[config.mk]
export PLATFORM = sky130hd
export DESIGN_NAME = csi2_rx_top
export DESIGN_NICKNAME = d
export VERILOG_FILES = /design/src/common/csi2_data_types_pkg.sv /design/src/common/axi4_stream_if.sv /design/src/csi2_pkt_handler.sv /design/src/csi2_short_pkt_decoder.sv /design/src/raw10_unpacker/csi2_raw10_unpacker.sv /design/src/csi2_rx_top.sv
export SDC_FILE = /design/constraint.sdc
export NUM_CORES = 1
export LEC_CHECK = 0
export BUFFER_PORTS_ARGS = -buffer_cell sky130_fd_sc_hd__buf_4
export CAP_MARGIN = 20
export CORE_AREA = 2 2 154 156
export CTS_CLUSTER_DIAMETER = 120
export DETAILED_ROUTE_END_ITERATION = 8
export DIE_AREA = 0 0 156 158
export GPL_TIMING_DRIVEN = 0
export PLACE_DENSITY = 0.71
export SYNTH_ARGS = -nofsm -noshare
export SYNTH_HDL_FRONTEND = slang
export SYNTH_SLANG_ARGS = --single-unit
[constraint.sdc]
create_clock -name clk_i -period 5.9 [get_ports clk_i]
set_input_delay 0.295 -clock clk_i [delete_from_list [all_inputs] [get_ports clk_i]]
set_output_delay 0.295 -clock clk_i [all_outputs]
set_load 0.05 [all_outputs]
[src/common/csi2_data_types_pkg.sv]
package csi2_data_types_pkg;

  //~~~~~~~~~~~~~~~~~~~~~~~~~~~~~~~~~~~~~~~~~~~~~~~~~~~~~~~~~~~~~~~~~~~~~~~~~~
  // Data type codes
  //~~~~~~~~~~~~~~~~~~~~~~~~~~~~~~~~~~~~~~~~~~~~~~~~~~~~~~~~~~~~~~~~~~~~~~~~~~
  localparam logic [5:0] RAW_10      = 6'h2B;
  localparam logic [5:0] FRAME_START = 6'h00;  // Short packets
  localparam logic [5:0] FRAME_END   = 6'h01;

  //~~~~~~~~~~~~~~~~~~~~~~~~~~~~~~~~~~~~~~~~~~~~~~~~~~~~~~~~~~~~~~~~~~~~~~~~~~
  // Pixel format
  //~~~~~~~~~~~~~~~~~~~~~~~~~~~~~~~~~~~~~~~~~~~~~~~~~~~~~~~~~~~~~~~~~~~~~~~~~~
  localparam int PX_W       = 10;
  localparam int PX_PER_GRP = 4;   // RAW10 packs 4 pixels into 5 bytes

  //~~~~~~~~~~~~~~~~~~~~~~~~~~~~~~~~~~~~~~~~~~~~~~~~~~~~~~~~~~~~~~~~~~~~~~~~~~
  // Packet header word with byte 0 in bits 7:0
  //~~~~~~~~~~~~~~~~~~~~~~~~~~~~~~~~~~~~~~~~~~~~~~~~~~~~~~~~~~~~~~~~~~~~~~~~~~
  typedef struct packed {
    logic [7:0]  ecc;
    logic [15:0] word_cnt;   // Payload length in bytes
    logic [1:0]  vc;
    logic [5:0]  data_type;
  } csi2_long_hdr_t;

  typedef struct packed {
    logic [7:0]  ecc;
    logic [15:0] data_field; // Frame number for FS/FE
    logic [1:0]  vc;
    logic [5:0]  data_type;
  } csi2_short_hdr_t;

  // Same word read either as long or short header
  typedef union packed {
    csi2_long_hdr_t  lng;
    csi2_short_hdr_t shrt;
  } csi2_hdr_t;

endpackage

[src/common/axi4_stream_if.sv]
`timescale 1ns/10ps

interface axi4_stream_if;

  logic [31:0] tdata;
  logic        tvalid;
  logic [3:0]  tstrb;   // One bit per byte lane
  logic        tready;
  logic        tlast;

  modport master
  (
    output tdata,
    output tvalid,
    output tstrb,
    output tlast,
    input  tready
  );

  modport slave
  (
    input  tdata,
    input  tvalid,
    input  tstrb,
    input  tlast,
    output tready
  );

  // Passive observer
  modport monitor
  (
    input tdata,
    input tvalid,
    input tstrb,
    input tlast,
    input tready
  );

endinterface

[src/csi2_pkt_handler.sv]
`timescale 1ns/10ps

module csi2_pkt_handler
(
  input  logic          clk_i,
  input  logic          rst_i,
  input  logic          sop_i,
  axi4_stream_if.slave  pkt_i,
  axi4_stream_if.master pkt_o
);

  import csi2_data_types_pkg::*;

  typedef enum logic [1:0] {
    IDLE_S,
    RUN_S,
    IGNORE_CRC_S
  } state_t;

  state_t      state;
  state_t      next_state;
  csi2_hdr_t   hdr;
  logic        in_acc;
  logic        raw10_hdr;
  logic [15:0] pkt_size;
  logic [15:0] byte_cnt;
  logic [15:0] byte_cnt_comb;
  logic [3:0]  pl_strb;

  assign pkt_i.tready = pkt_o.tready;   // No buffering so ready goes straight up

  assign in_acc    = pkt_i.tvalid && pkt_i.tready;
  assign hdr       = pkt_i.tdata;
  assign raw10_hdr = in_acc && sop_i && (hdr.lng.data_type == RAW_10);

  //~~~~~~~~~~~~~~~~~~~~~~~~~~~~~~~~~~~~~~~~~~~~~~~~~~~~~~~~~~~~~~~~~~~~~~~~~~
  // Packet FSM
  //~~~~~~~~~~~~~~~~~~~~~~~~~~~~~~~~~~~~~~~~~~~~~~~~~~~~~~~~~~~~~~~~~~~~~~~~~~
  always_ff @(posedge clk_i, posedge rst_i)
  begin
    if (rst_i)
      state <= IDLE_S;
    else
      state <= next_state;
  end

  always_comb
  begin
    next_state = state;
    case (state)
      IDLE_S:
      begin
        if (raw10_hdr)
          next_state = RUN_S;
      end
      RUN_S:
      begin
        if (in_acc && (byte_cnt_comb >= pkt_size))
        begin
          // Both CRC bytes still to come or the second one alone
          if ((pkt_size[1:0] == 2'd0) || (pkt_size[1:0] == 2'd3))
            next_state = IGNORE_CRC_S;
          else
            next_state = IDLE_S;
        end
      end
      IGNORE_CRC_S:
      begin
        if (in_acc)
          next_state = IDLE_S;
      end
      default: next_state = IDLE_S;
    endcase
  end

  always_ff @(posedge clk_i, posedge rst_i)
  begin
    if (rst_i)
      pkt_size <= '0;
    else if ((state == IDLE_S) && raw10_hdr)
      pkt_size <= hdr.lng.word_cnt;
  end

  //~~~~~~~~~~~~~~~~~~~~~~~~~~~~~~~~~~~~~~~~~~~~~~~~~~~~~~~~~~~~~~~~~~~~~~~~~~
  // Byte counting
  //~~~~~~~~~~~~~~~~~~~~~~~~~~~~~~~~~~~~~~~~~~~~~~~~~~~~~~~~~~~~~~~~~~~~~~~~~~
  always_comb
  begin
    byte_cnt_comb = byte_cnt;
    if (state == RUN_S)
    begin
      if (in_acc)
        for (int i = 0; i < 4; i++)
          if (pkt_i.tstrb[i])
            byte_cnt_comb = byte_cnt_comb + 16'd1;
    end
    else
      byte_cnt_comb = '0;
  end

  always_ff @(posedge clk_i, posedge rst_i)
  begin
    if (rst_i)
      byte_cnt <= '0;
    else
      byte_cnt <= byte_cnt_comb;
  end

  // Lanes past the word count carry CRC
  always_comb
  begin
    for (int i = 0; i < 4; i++)
      pl_strb[i] = pkt_i.tstrb[i] && ((byte_cnt + 16'(i)) < pkt_size);
  end

  //~~~~~~~~~~~~~~~~~~~~~~~~~~~~~~~~~~~~~~~~~~~~~~~~~~~~~~~~~~~~~~~~~~~~~~~~~~
  // Output stage
  //~~~~~~~~~~~~~~~~~~~~~~~~~~~~~~~~~~~~~~~~~~~~~~~~~~~~~~~~~~~~~~~~~~~~~~~~~~
  always_ff @(posedge clk_i)
  begin
    if (in_acc)
    begin
      pkt_o.tdata <= pkt_i.tdata;
      pkt_o.tstrb <= pl_strb;
    end
  end

  always_ff @(posedge clk_i, posedge rst_i)
  begin
    if (rst_i)
      pkt_o.tvalid <= 1'b0;
    else if (in_acc)
      pkt_o.tvalid <= (state == RUN_S) && (byte_cnt < pkt_size);
    else if (pkt_o.tready)
      pkt_o.tvalid <= 1'b0;
  end

  always_ff @(posedge clk_i, posedge rst_i)
  begin
    if (rst_i)
      pkt_o.tlast <= 1'b0;
    else if (in_acc)
      pkt_o.tlast <= (state == RUN_S) && (byte_cnt_comb >= pkt_size) &&
                     (byte_cnt < pkt_size);   // Word that completes the count
    else if (pkt_o.tready)
      pkt_o.tlast <= 1'b0;
  end

endmodule

[src/csi2_short_pkt_decoder.sv]
`timescale 1ns/10ps

module csi2_short_pkt_decoder
(
  input  logic           clk_i,
  input  logic           rst_i,
  input  logic           sop_i,
  axi4_stream_if.monitor pkt_i,
  output logic           fs_pulse_o,
  output logic           frame_end_o,
  output logic [15:0]    frame_num_o
);

  import csi2_data_types_pkg::*;

  csi2_hdr_t hdr;
  logic      hdr_acc;
  logic      is_fs;
  logic      is_fe;

  assign hdr     = pkt_i.tdata;
  assign hdr_acc = pkt_i.tvalid && pkt_i.tready && sop_i;

  assign is_fs = hdr_acc && (hdr.shrt.data_type == FRAME_START);
  assign is_fe = hdr_acc && (hdr.shrt.data_type == FRAME_END);

  //~~~~~~~~~~~~~~~~~~~~~~~~~~~~~~~~~~~~~~~~~~~~~~~~~~~~~~~~~~~~~~~~~~~~~~~~~~
  // Frame marks
  //~~~~~~~~~~~~~~~~~~~~~~~~~~~~~~~~~~~~~~~~~~~~~~~~~~~~~~~~~~~~~~~~~~~~~~~~~~

  // Single cycle strobe per accepted header
  always_ff @(posedge clk_i, posedge rst_i)
  begin
    if (rst_i)
    begin
      fs_pulse_o  <= 1'b0;
      frame_end_o <= 1'b0;
    end
    else
    begin
      fs_pulse_o  <= is_fs;
      frame_end_o <= is_fe;
    end
  end

  always_ff @(posedge clk_i, posedge rst_i)
  begin
    if (rst_i)
      frame_num_o <= '0;
    else if (is_fs)
      frame_num_o <= hdr.shrt.data_field;   // Held until next FS
  end

endmodule

[src/raw10_unpacker/csi2_raw10_unpacker.sv]
`timescale 1ns/10ps

module csi2_raw10_unpacker
(
  input  logic         clk_i,
  input  logic         rst_i,
  axi4_stream_if.slave pl_i,
  input  logic         fs_pulse_i,
  output logic [csi2_data_types_pkg::PX_W*csi2_data_types_pkg::PX_PER_GRP-1:0] px_o,
  output logic         px_valid_o,
  output logic         sof_o,
  output logic         eol_o
);

  import csi2_data_types_pkg::*;

  localparam logic [3:0] GRP_BYTES = 4'(PX_PER_GRP + 1);

  logic                         beat_acc;
  logic [2:0]                   buf_cnt;    // Bytes held over (0 to 4)
  logic [31:0]                  buf_q;
  logic [31:0]                  buf_m;
  logic [31:0]                  in_m;
  logic [2:0]                   in_cnt;
  logic [3:0]                   sum_cnt;
  logic [3:0]                   rem_cnt;
  logic [63:0]                  merged;
  logic                         grp_rdy;
  logic [PX_W*PX_PER_GRP-1:0]   grp_px;
  logic                         sof_pend;

  assign beat_acc = pl_i.tvalid && pl_i.tready;

  //~~~~~~~~~~~~~~~~~~~~~~~~~~~~~~~~~~~~~~~~~~~~~~~~~~~~~~~~~~~~~~~~~~~~~~~~~~
  // Byte buffer
  //~~~~~~~~~~~~~~~~~~~~~~~~~~~~~~~~~~~~~~~~~~~~~~~~~~~~~~~~~~~~~~~~~~~~~~~~~~
  always_comb
  begin
    in_cnt = '0;
    for (int j = 0; j < 4; j++)
    begin
      buf_m[8*j +: 8] = (j < int'(buf_cnt)) ? buf_q[8*j +: 8] : 8'h00;
      in_m[8*j +: 8]  = pl_i.tstrb[j] ? pl_i.tdata[8*j +: 8] : 8'h00;
      if (pl_i.tstrb[j])
        in_cnt = in_cnt + 3'd1;
    end
  end

  // New bytes land right after the held ones
  assign merged  = {32'h0, buf_m} | ({32'h0, in_m} << {buf_cnt, 3'b000});
  assign sum_cnt = {1'b0, buf_cnt} + {1'b0, in_cnt};
  assign rem_cnt = sum_cnt - GRP_BYTES;
  assign grp_rdy = beat_acc && (sum_cnt >= GRP_BYTES);

  always_ff @(posedge clk_i, posedge rst_i)
  begin
    if (rst_i)
      buf_cnt <= '0;
    else if (beat_acc)
    begin
      if (pl_i.tlast)
        buf_cnt <= '0;   // Line end flushes leftovers
      else if (grp_rdy)
        buf_cnt <= rem_cnt[2:0];
      else
        buf_cnt <= sum_cnt[2:0];
    end
  end

  always_ff @(posedge clk_i)
  begin
    if (beat_acc)
    begin
      if (grp_rdy)
        buf_q <= {8'h00, merged[63:40]};
      else
        buf_q <= merged[31:0];
    end
  end

  //~~~~~~~~~~~~~~~~~~~~~~~~~~~~~~~~~~~~~~~~~~~~~~~~~~~~~~~~~~~~~~~~~~~~~~~~~~
  // Pixel group
  //~~~~~~~~~~~~~~~~~~~~~~~~~~~~~~~~~~~~~~~~~~~~~~~~~~~~~~~~~~~~~~~~~~~~~~~~~~

  // High byte per pixel with the low bits packed in the fifth byte
  always_comb
  begin
    for (int i = 0; i < PX_PER_GRP; i++)
      grp_px[PX_W*i +: PX_W] = {merged[8*i +: 8], merged[8*PX_PER_GRP + 2*i +: 2]};
  end

  always_ff @(posedge clk_i, posedge rst_i)
  begin
    if (rst_i)
      sof_pend <= 1'b0;
    else if (fs_pulse_i)
      sof_pend <= 1'b1;
    else if (grp_rdy)
      sof_pend <= 1'b0;
  end

  always_ff @(posedge clk_i)
  begin
    if (grp_rdy)
      px_o <= grp_px;
  end

  always_ff @(posedge clk_i, posedge rst_i)
  begin
    if (rst_i)
    begin
      px_valid_o <= 1'b0;
      sof_o      <= 1'b0;
      eol_o      <= 1'b0;
    end
    else if (pl_i.tready)   // Hold while the sink stalls
    begin
      px_valid_o <= grp_rdy;
      sof_o      <= grp_rdy && sof_pend;
      eol_o      <= grp_rdy && pl_i.tlast;
    end
  end

endmodule

[src/csi2_rx_top.sv]
`timescale 1ns/10ps

module csi2_rx_top
(
  input  logic        clk_i,
  input  logic        rst_i,
  input  logic [31:0] word_i,
  input  logic [3:0]  strb_i,
  input  logic        valid_i,
  input  logic        sop_i,
  output logic        ready_o,
  output logic [csi2_data_types_pkg::PX_W*csi2_data_types_pkg::PX_PER_GRP-1:0] px_o,
  output logic        px_valid_o,
  output logic        sof_o,
  output logic        eol_o,
  output logic [15:0] frame_num_o,
  output logic        frame_end_o,
  input  logic        px_ready_i
);

  logic fs_pulse;

  axi4_stream_if rx_bus ();
  axi4_stream_if payload_bus ();

  //~~~~~~~~~~~~~~~~~~~~~~~~~~~~~~~~~~~~~~~~~~~~~~~~~~~~~~~~~~~~~~~~~~~~~~~~~~
  // Input stream
  //~~~~~~~~~~~~~~~~~~~~~~~~~~~~~~~~~~~~~~~~~~~~~~~~~~~~~~~~~~~~~~~~~~~~~~~~~~
  assign rx_bus.tdata  = word_i;
  assign rx_bus.tstrb  = strb_i;
  assign rx_bus.tvalid = valid_i;
  assign rx_bus.tlast  = 1'b0;          // Packet bounds come from sop_i
  assign ready_o       = rx_bus.tready;

  assign payload_bus.tready = px_ready_i;   // Pixel sink stalls the whole path

  csi2_pkt_handler u_pkt_handler
  (
    .clk_i (clk_i),
    .rst_i (rst_i),
    .sop_i (sop_i),
    .pkt_i (rx_bus.slave),
    .pkt_o (payload_bus.master)
  );

  csi2_short_pkt_decoder u_short_pkt_decoder
  (
    .clk_i       (clk_i),
    .rst_i       (rst_i),
    .sop_i       (sop_i),
    .pkt_i       (rx_bus.monitor),
    .fs_pulse_o  (fs_pulse),
    .frame_end_o (frame_end_o),
    .frame_num_o (frame_num_o)
  );

  //~~~~~~~~~~~~~~~~~~~~~~~~~~~~~~~~~~~~~~~~~~~~~~~~~~~~~~~~~~~~~~~~~~~~~~~~~~
  // Pixel output
  //~~~~~~~~~~~~~~~~~~~~~~~~~~~~~~~~~~~~~~~~~~~~~~~~~~~~~~~~~~~~~~~~~~~~~~~~~~
  csi2_raw10_unpacker u_raw10_unpacker
  (
    .clk_i      (clk_i),
    .rst_i      (rst_i),
    .pl_i       (payload_bus.slave),
    .fs_pulse_i (fs_pulse),
    .px_o       (px_o),
    .px_valid_o (px_valid_o),
    .sof_o      (sof_o),
    .eol_o      (eol_o)
  );

endmodule

After elaboration in Yosys (flattened, before gate mapping)
Index checks and enable logic that the tools add are counted.

storage, ports and cells
  input port bits = 41
  bits in registers = 169
  output and inout bits = 61
  word-level logic and storage cells = 111

operators by class
  shifts and indexed selects = 1
  add/subtract/negate cells = 11
  equality and inequality tests = 8
  bitwise logic cells = 1
  reduce and logical (&&, ||, !) cells = 25
  muxes and demuxes = 37
  $lt $le $gt $ge = 10

operators by type and width
  cell                                                               count
  two-way mux 16 bit                                                 12
  adder 16 x 1 -> 16 bit, second input constant                      4
  less-than comparator 16 bit                                        4
  two-way mux 8 bit                                                  8
  bitwise OR 32 x 64 -> 64 bit                                       1
  << shifter 32 x 6 -> 64 bit                                        1
  adder 16 x 2 -> 16 bit, second input constant                      2
  two-way mux 24 bit                                                 1
  logical AND 1 bit                                                  18
  greater-or-equal comparator 16 bit                                 1
  two-way mux 3 bit                                                  5
  two-way mux 2 bit                                                  4
  adder 3 x 1 -> 3 bit, second input constant                        2
  equality test 6 x 1 -> 1 bit, second input constant                1
  equality test 6 bit, second input constant                         1
  logical NOT 6 bit                                                  1
  less-than comparator 1 x 3 -> 1 bit, first input constant          2
  less-than comparator 2 x 3 -> 1 bit, first input constant          2
  two-way mux 1 bit                                                  6
  != test 2 x 1 -> 1 bit, second input constant                      3
  case mux 2 bit (3 select lines)                                    1
  adder 3 x 3 -> 4 bit                                               1
  equality test 2 bit, second input constant                         2
  greater-or-equal comparator 4 x 3 -> 1 bit, second input constant  1
  7 further kinds                                                    9

Depth between registers and ports, before layout
  depth after elaboration = 20
  depth in mapped cells = 26
  mapped depth without buffers = 24

Least setup slack after synthesis
Ideal clock, no wire load.

  kind = register to register
  start point = register u_pkt_handler.byte_cnt[0]
  end point = register u_pkt_handler.pkt_o.tlast
  arrival = 5.212 ns
  cell stages (with the launch flop) = 27
  buffers on the path = 2
  data required time = 5.778 ns
  clock period less this slack = 5.334 ns
  slack = 0.566 ns
  library setup time = 0.122 ns
  cell sequence = dfrtp_1 -> buf_2 -> buf_1 -> inv_1 -> ha_1 -> mux2_2 -> ha_1 -> nand2b_1 -> o21a_1 -> ha_1 -> mux2_2 -> ha_1 -> mux2i_1 -> nor2_1 -> a21oi_1 -> nor2_1 -> ha_1 -> a21o_1 -> a21o_1 -> a21o_1 -> a21o_1 -> a21o_1 -> a211oi_1 -> o21bai_1 -> a221oi_1 -> o21ai_0 -> a32o_1

on the way
  word-level cells in the longest chain between the ends = 20
  elaborated cells on any way between the ends = 21
  those cells by class = 4 x add/sub; 2 x order compare; 13 x mux; 2 x reduce/logical

ends and longest elaborated chain
  what                                      RTL line                 source
  start: declaration                        csi2_pkt_handler.sv:26   logic [15:0] byte_cnt;
  start signal: assignment                  csi2_pkt_handler.sv:106  byte_cnt <= byte_cnt_comb;
  adder 16 x 1 -> 16 bit                    csi2_pkt_handler.sv:95   byte_cnt_comb = byte_cnt_comb + 16'd1;
  two-way mux 16 bit (*)                    csi2_pkt_handler.sv:94   if (pkt_i.tstrb[i])
  two-way mux 16 bit (*)                    csi2_pkt_handler.sv:92   if (in_acc)
  two-way mux 16 bit (*)                    csi2_pkt_handler.sv:90   if (state == RUN_S)
  adder 16 x 1 -> 16 bit                    csi2_pkt_handler.sv:95
  two-way mux 16 bit (*)                    csi2_pkt_handler.sv:94
  two-way mux 16 bit (*)                    csi2_pkt_handler.sv:92
  two-way mux 16 bit (*)                    csi2_pkt_handler.sv:90
  [4 not listed]                            --
  adder 16 x 1 -> 16 bit                    csi2_pkt_handler.sv:95
  two-way mux 16 bit (*)                    csi2_pkt_handler.sv:94
  two-way mux 16 bit (*)                    csi2_pkt_handler.sv:92
  two-way mux 16 bit (*)                    csi2_pkt_handler.sv:90
  named net u_pkt_handler.byte_cnt_comb[1]  csi2_pkt_handler.sv:27   logic [15:0] byte_cnt_comb;
  greater-or-equal comparator 16 bit (*)    csi2_pkt_handler.sv:143  pkt_o.tlast <= (state == RUN_S) && (byte_cnt_comb >= pkt_size) &&
  logical AND 1 bit (*) (2 in series)       csi2_pkt_handler.sv:143
  two-way mux 1 bit (*)                     csi2_pkt_handler.sv:142  else if (in_acc)
  end signal: assignment                    csi2_pkt_handler.sv:143
  end: declaration                          axi4_stream_if.sv:16     output tlast,

The timed path passes the listed nets; every way through them passes the cells marked *. The select of a mux whose other input is x is not followed.
A chain may end at the register's enable or synchronous reset.

Worst setup path in the final report
  start point = register u_pkt_handler.pkt_o.tstrb[0]
  end point = register u_raw10_unpacker.buf_q[5] (data pin)

on the way
  word-level cells in the longest chain between the ends = 11
  elaborated cells on any way between the ends = 14
  those cells by class = 4 x add/sub; 1 x order compare; 1 x shift; 6 x mux; 1 x bitwise; 1 x reduce/logical

ends and longest elaborated chain
  what                                            RTL line                   source
  start: declaration                              axi4_stream_if.sv:15       output tstrb,
  start signal: assignment                        csi2_pkt_handler.sv:124    pkt_o.tstrb <= pl_strb;
  two-way mux 1 bit (*)                           csi2_raw10_unpacker.sv:44  if (pl_i.tstrb[j])
  adder 1 x 1 -> 2 bit                            csi2_raw10_unpacker.sv:45  in_cnt = in_cnt + 3'd1;
  two-way mux 3 bit (*)                           csi2_raw10_unpacker.sv:44
  adder 3 x 1 -> 3 bit                            csi2_raw10_unpacker.sv:45
  two-way mux 3 bit (*)                           csi2_raw10_unpacker.sv:44
  adder 3 x 1 -> 3 bit                            csi2_raw10_unpacker.sv:45
  two-way mux 3 bit (*)                           csi2_raw10_unpacker.sv:44
  adder 3 x 3 -> 4 bit (*)                        csi2_raw10_unpacker.sv:51  assign sum_cnt = {1'b0, buf_cnt} + {1'b0, in_cnt};
  greater-or-equal comparator 4 x 3 -> 1 bit (*)  csi2_raw10_unpacker.sv:53  assign grp_rdy = beat_acc && (sum_cnt >= GRP_BYTES);
  logical AND 1 bit (*)                           csi2_raw10_unpacker.sv:53
  named net u_raw10_unpacker.grp_rdy              csi2_raw10_unpacker.sv:28  logic grp_rdy;
  two-way mux 24 bit (*)                          csi2_raw10_unpacker.sv:74  if (grp_rdy)
  end signal: assignment                          csi2_raw10_unpacker.sv:75  buf_q <= {8'h00, merged[63:40]};
  end signal: assignment                          csi2_raw10_unpacker.sv:77  buf_q <= merged[31:0];
  end: declaration                                csi2_raw10_unpacker.sv:21  logic [31:0] buf_q;

The timed path passes the listed nets; every way through them passes the cells marked *.

==> out/qor.txt <==
Buf/Inv on CP -> 7
Clock Tree Root -> clkbuf_16
Top Layer Used -> met4
Sequential share of the synthesized area -> 42.4%
Pre-CTS WS -> -0.496 ns
Hold Path Stages -> 1
Vias -> 9304
Worst-path clk slew -> 0.07 ns
Mapped Area -> 11300 um2
Worst hold path type -> input port to register
Core Rows -> 56
Setup Fix Bufs, Post-CTS -> 0
First-pass detailed-route iteration total -> 5
Synth Warn # -> 0
Most Frequent Cell on Critical Path -> ha_1
Achievable clock frequency -> 0.179 GHz
Initial antenna violation count -> 0
Synth Flop Type -> edfxtp_1
Die area -> 24600 um2
Avg Cell Area, Syn -> 9.74 um2
Asr flop ratio synth -> 36.1%
Status -> finished, final reports clean
DRT iter0 DRCs -> 697
WL met2 -> 16.2 mm
Number of global-route vias before repair -> 8801
Final Non-Filler Cells -> 1583
Worst-skew pair later-pin latency -> 0.44 ns
Layout cells sized above 1 -> 16.8%
Net count after synthesis -> 1289
Die Height -> 158 um
Overall routing resource usage -> 26.4%
Core area -> 23100 um2
Hold slack -> 0.0345 ns
Num Clock Sinks -> 169
Wire per inst -> 20.3 um
Drt drc -> 0
Peak supply drop -> 0.202 mV
Post-DP HPWL -> 25.0 mm
# Max-Cap Violations -> 0
Relative slew margins -> 37.7%
P_leak -> 5.52 nW
Vias per std cell -> 5.88
RSZ-0062 raised after global routing -> no
Yosys reg bits -> 169
I/O pin cnt -> 102
Fin nets -> 1413
Global-route wire length before repair -> 49.5 mm
Crit-path cells -> clkbuf_1 > clkbuf_2 > inv_1 > ha_1 > xor2_1 > ha_1 > mux2_2 > inv_1 > fa_1 > ha_1 > nand2b_1 > a221o_1 > a221o_1 > nand2_1 > clkinvlp_4 > clkbuf_2 > buf_12 > nor2_1 > nor2_1
Worst-margin pin slew -> 0.931 ns
Fin. Hold Viols -> 0
WL met3 -> 1.41 mm
Number of CTS-inserted buffers -> 17
Final setup skew -> 0.0113 ns
Pwr Density -> 219 nW/um2
Largest net degree at the start of global routing -> 39
Worst path depth -> 19
Tcrit/Tclk final -> 94.7%
CP max stage delay -> 0.47 ns
Critical path class -> register to register
Crit. End Element -> register
Crit-path leading delay family -> buffers and inverters
Clock buffer depth -> 2
Initial Utilization -> 48.8%
CTS tree -> built
Slew Limit Fails -> 0
Critical Path Fanout Max -> 35
Total routed wirelength -> 32.2 mm
Worst Path Required -> 6.09 ns
Critical Path Start Type -> register
Worst Slack Setup Final -> 0.312 ns
Gpl congestion -> 0.948
Distinct cells, synth -> 84
WL met1 -> 13.1 mm
H-tree Lvls -> 4
Number of I/O port buffers -> 100
Ant diodes -> 0
Area growth, synth to finish -> 16.3%
Reg2reg path depth -> 19
Min Tclk post-route -> 5.59 ns
EDFF count, synth -> 108
Total congestion overflow -> 0
Dpl cells -> 1551
Final setup fails -> 0
Final core utilization -> 56.8%
CP max-delay cell -> fa_1
Die W -> 156 um
Final antenna-violating net count -> 0
Post-synthesis cell count -> 1156
WP data arrival -> 5.77 ns
## worst register-to-register path: cells and delay by family (launching register included)
kind,cells,cell delay [ns]
and+or+nand+nor,4,0.66
adders and majority gates,4,1.30
xor gates and xnor gates,1,0.25
buffers and inverters,7,1.73
muxes,1,0.29
DFF,1,0.37
AOI/OAI and AO/OA,2,0.74
## timing repair
item / CTS / global route
pin swaps: 0 / 2
setup endpoints to repair: 3 / 28
hold buffers: 1 / 0
resized for setup: 5 / 17
endpoints found under the hold margin: 23 / 0
## layout by cell type (no fill, tap or decap), types with 10 or more instances in the layout
cell type,netlist,layout
buf_4,6,106
o21a_1,11,11
a21o_1,34,34
nand3_1,31,31
clkbuf_1,47,42
clkbuf_16,0,17
o31ai_1,12,12
a21oi_1,42,42
ha_1,91,90
nand2_1,144,144
nor3_1,15,14
mux2_2,35,35
a31oi_1,16,16
and2_1,13,13
a211oi_1,10,10
inv_1,45,44
xnor2_1,52,52
nand4_1,13,13
xor2_1,38,38
nor2_1,99,99
dfrtp_1,61,60
edfxtp_1,108,108
o21ai_0,76,75
## path summary, 6_finish.rpt
check,startpoint,end,slack [ns]
setup / recovery,u_pkt_handler.pkt_o.tstrb[0],u_raw10_unpacker.buf_q[5],0.31
hold / removal,word_i[7],u_pkt_handler.pkt_o.tdata[7],0.03
setup reg to reg,u_pkt_handler.pkt_o.tstrb[0],u_raw10_unpacker.buf_q[5],0.31
hold reg to reg,u_short_pkt_decoder.fs_pulse_o,u_raw10_unpacker.sof_pend,0.44
max in group asynchronous,rst_i,u_raw10_unpacker.px_valid_o,4.78
min in group asynchronous,rst_i,u_short_pkt_decoder.frame_num_o[5],0.48
## cell type report
type                    count  area [um2]
fillers                  2080        9960
multi-input cells         872        6040
flip-flops and latches    169        4770
repair buffers            106         853
clock buffers              18         439
well taps                 290         363
plain buffers              66         313
inverters                  48         184
clock inverters            14         124
## per-layer routing
metal | GRT usage (%) | up-vias
met2 | 46.9 | 297
met1 | 32.4 | 4464
met4 | 12.0 | 0
met3 | 2.82 | 82
met5 | 0 | -
li1 | - | 4461
## cells by family (layout without fill, tap and decap cells)
family	count (synthesis)	after routing	share of synthesized area [%]
fa+ha+maj	92	92	10.3
mux	37	37	3.68
buf+inv	115	252	4.25
simple gates	379	379	16.1
xor+xnor	91	91	7.22
compound gates	273	273	16.1
flops	169	169	42.4
## where the power goes
part	leakage, nW	internal [mW]	total [mW]	switching [mW]
sequential	1.83	1.30	1.32	0.0250
clock	0.284	0.570	1.09	0.518
combinational	3.40	0.167	0.459	0.292
total	5.52	2.03	2.87	0.836
## registers in the layout, indices dropped and copies added, names as in the netlist, 2 cells and up
signal and flops:
u_pkt_handler.byte_cnt 16, u_short_pkt_decoder.frame_num_o 16, u_pkt_handler.state 2, u_pkt_handler.pkt_o.tdata 32, u_pkt_handler.pkt_o.tstrb 4, u_pkt_handler.pkt_size 16
u_raw10_unpacker.buf_cnt 3, u_raw10_unpacker.px_o 40, u_raw10_unpacker.buf_q 32
## metrics by stage
step / total power [mW] / TNS [ns] / instance area [um2]
after floorplan: 1.63 / 0 / 11300
after global placement: 1.79 / -23.36 / 12400
after detailed placement: 1.80 / -1.18 / 12500
after CTS: 2.88 / 0 / 13100
after global routing: 2.98 / 0 / 13100
final: 2.87 / 0 / 13100
## cell usage after synthesis, drive strengths merged (10+ instances only)
library cell | n | area (um2)
xnor2 | 52 | 455
o31ai | 13 | 111
o21a | 11 | 82.6
o21ai | 78 | 394
a21oi | 42 | 210
clkbuf | 47 | 176
mux2 | 35 | 394
xor2 | 38 | 333
nor3 | 15 | 75.1
and2 | 14 | 88.8
nand2 | 145 | 547
edfxtp | 108 | 3240
dfrtp | 61 | 1530
inv | 45 | 169
nand3 | 32 | 165
buf | 20 | 121
a31oi | 16 | 100
a211oi | 10 | 75.1
nand4 | 15 | 115
a21o | 34 | 255
nor2 | 99 | 372
ha | 91 | 1140
Note: power is estimated with default switching activity, not from simulation.
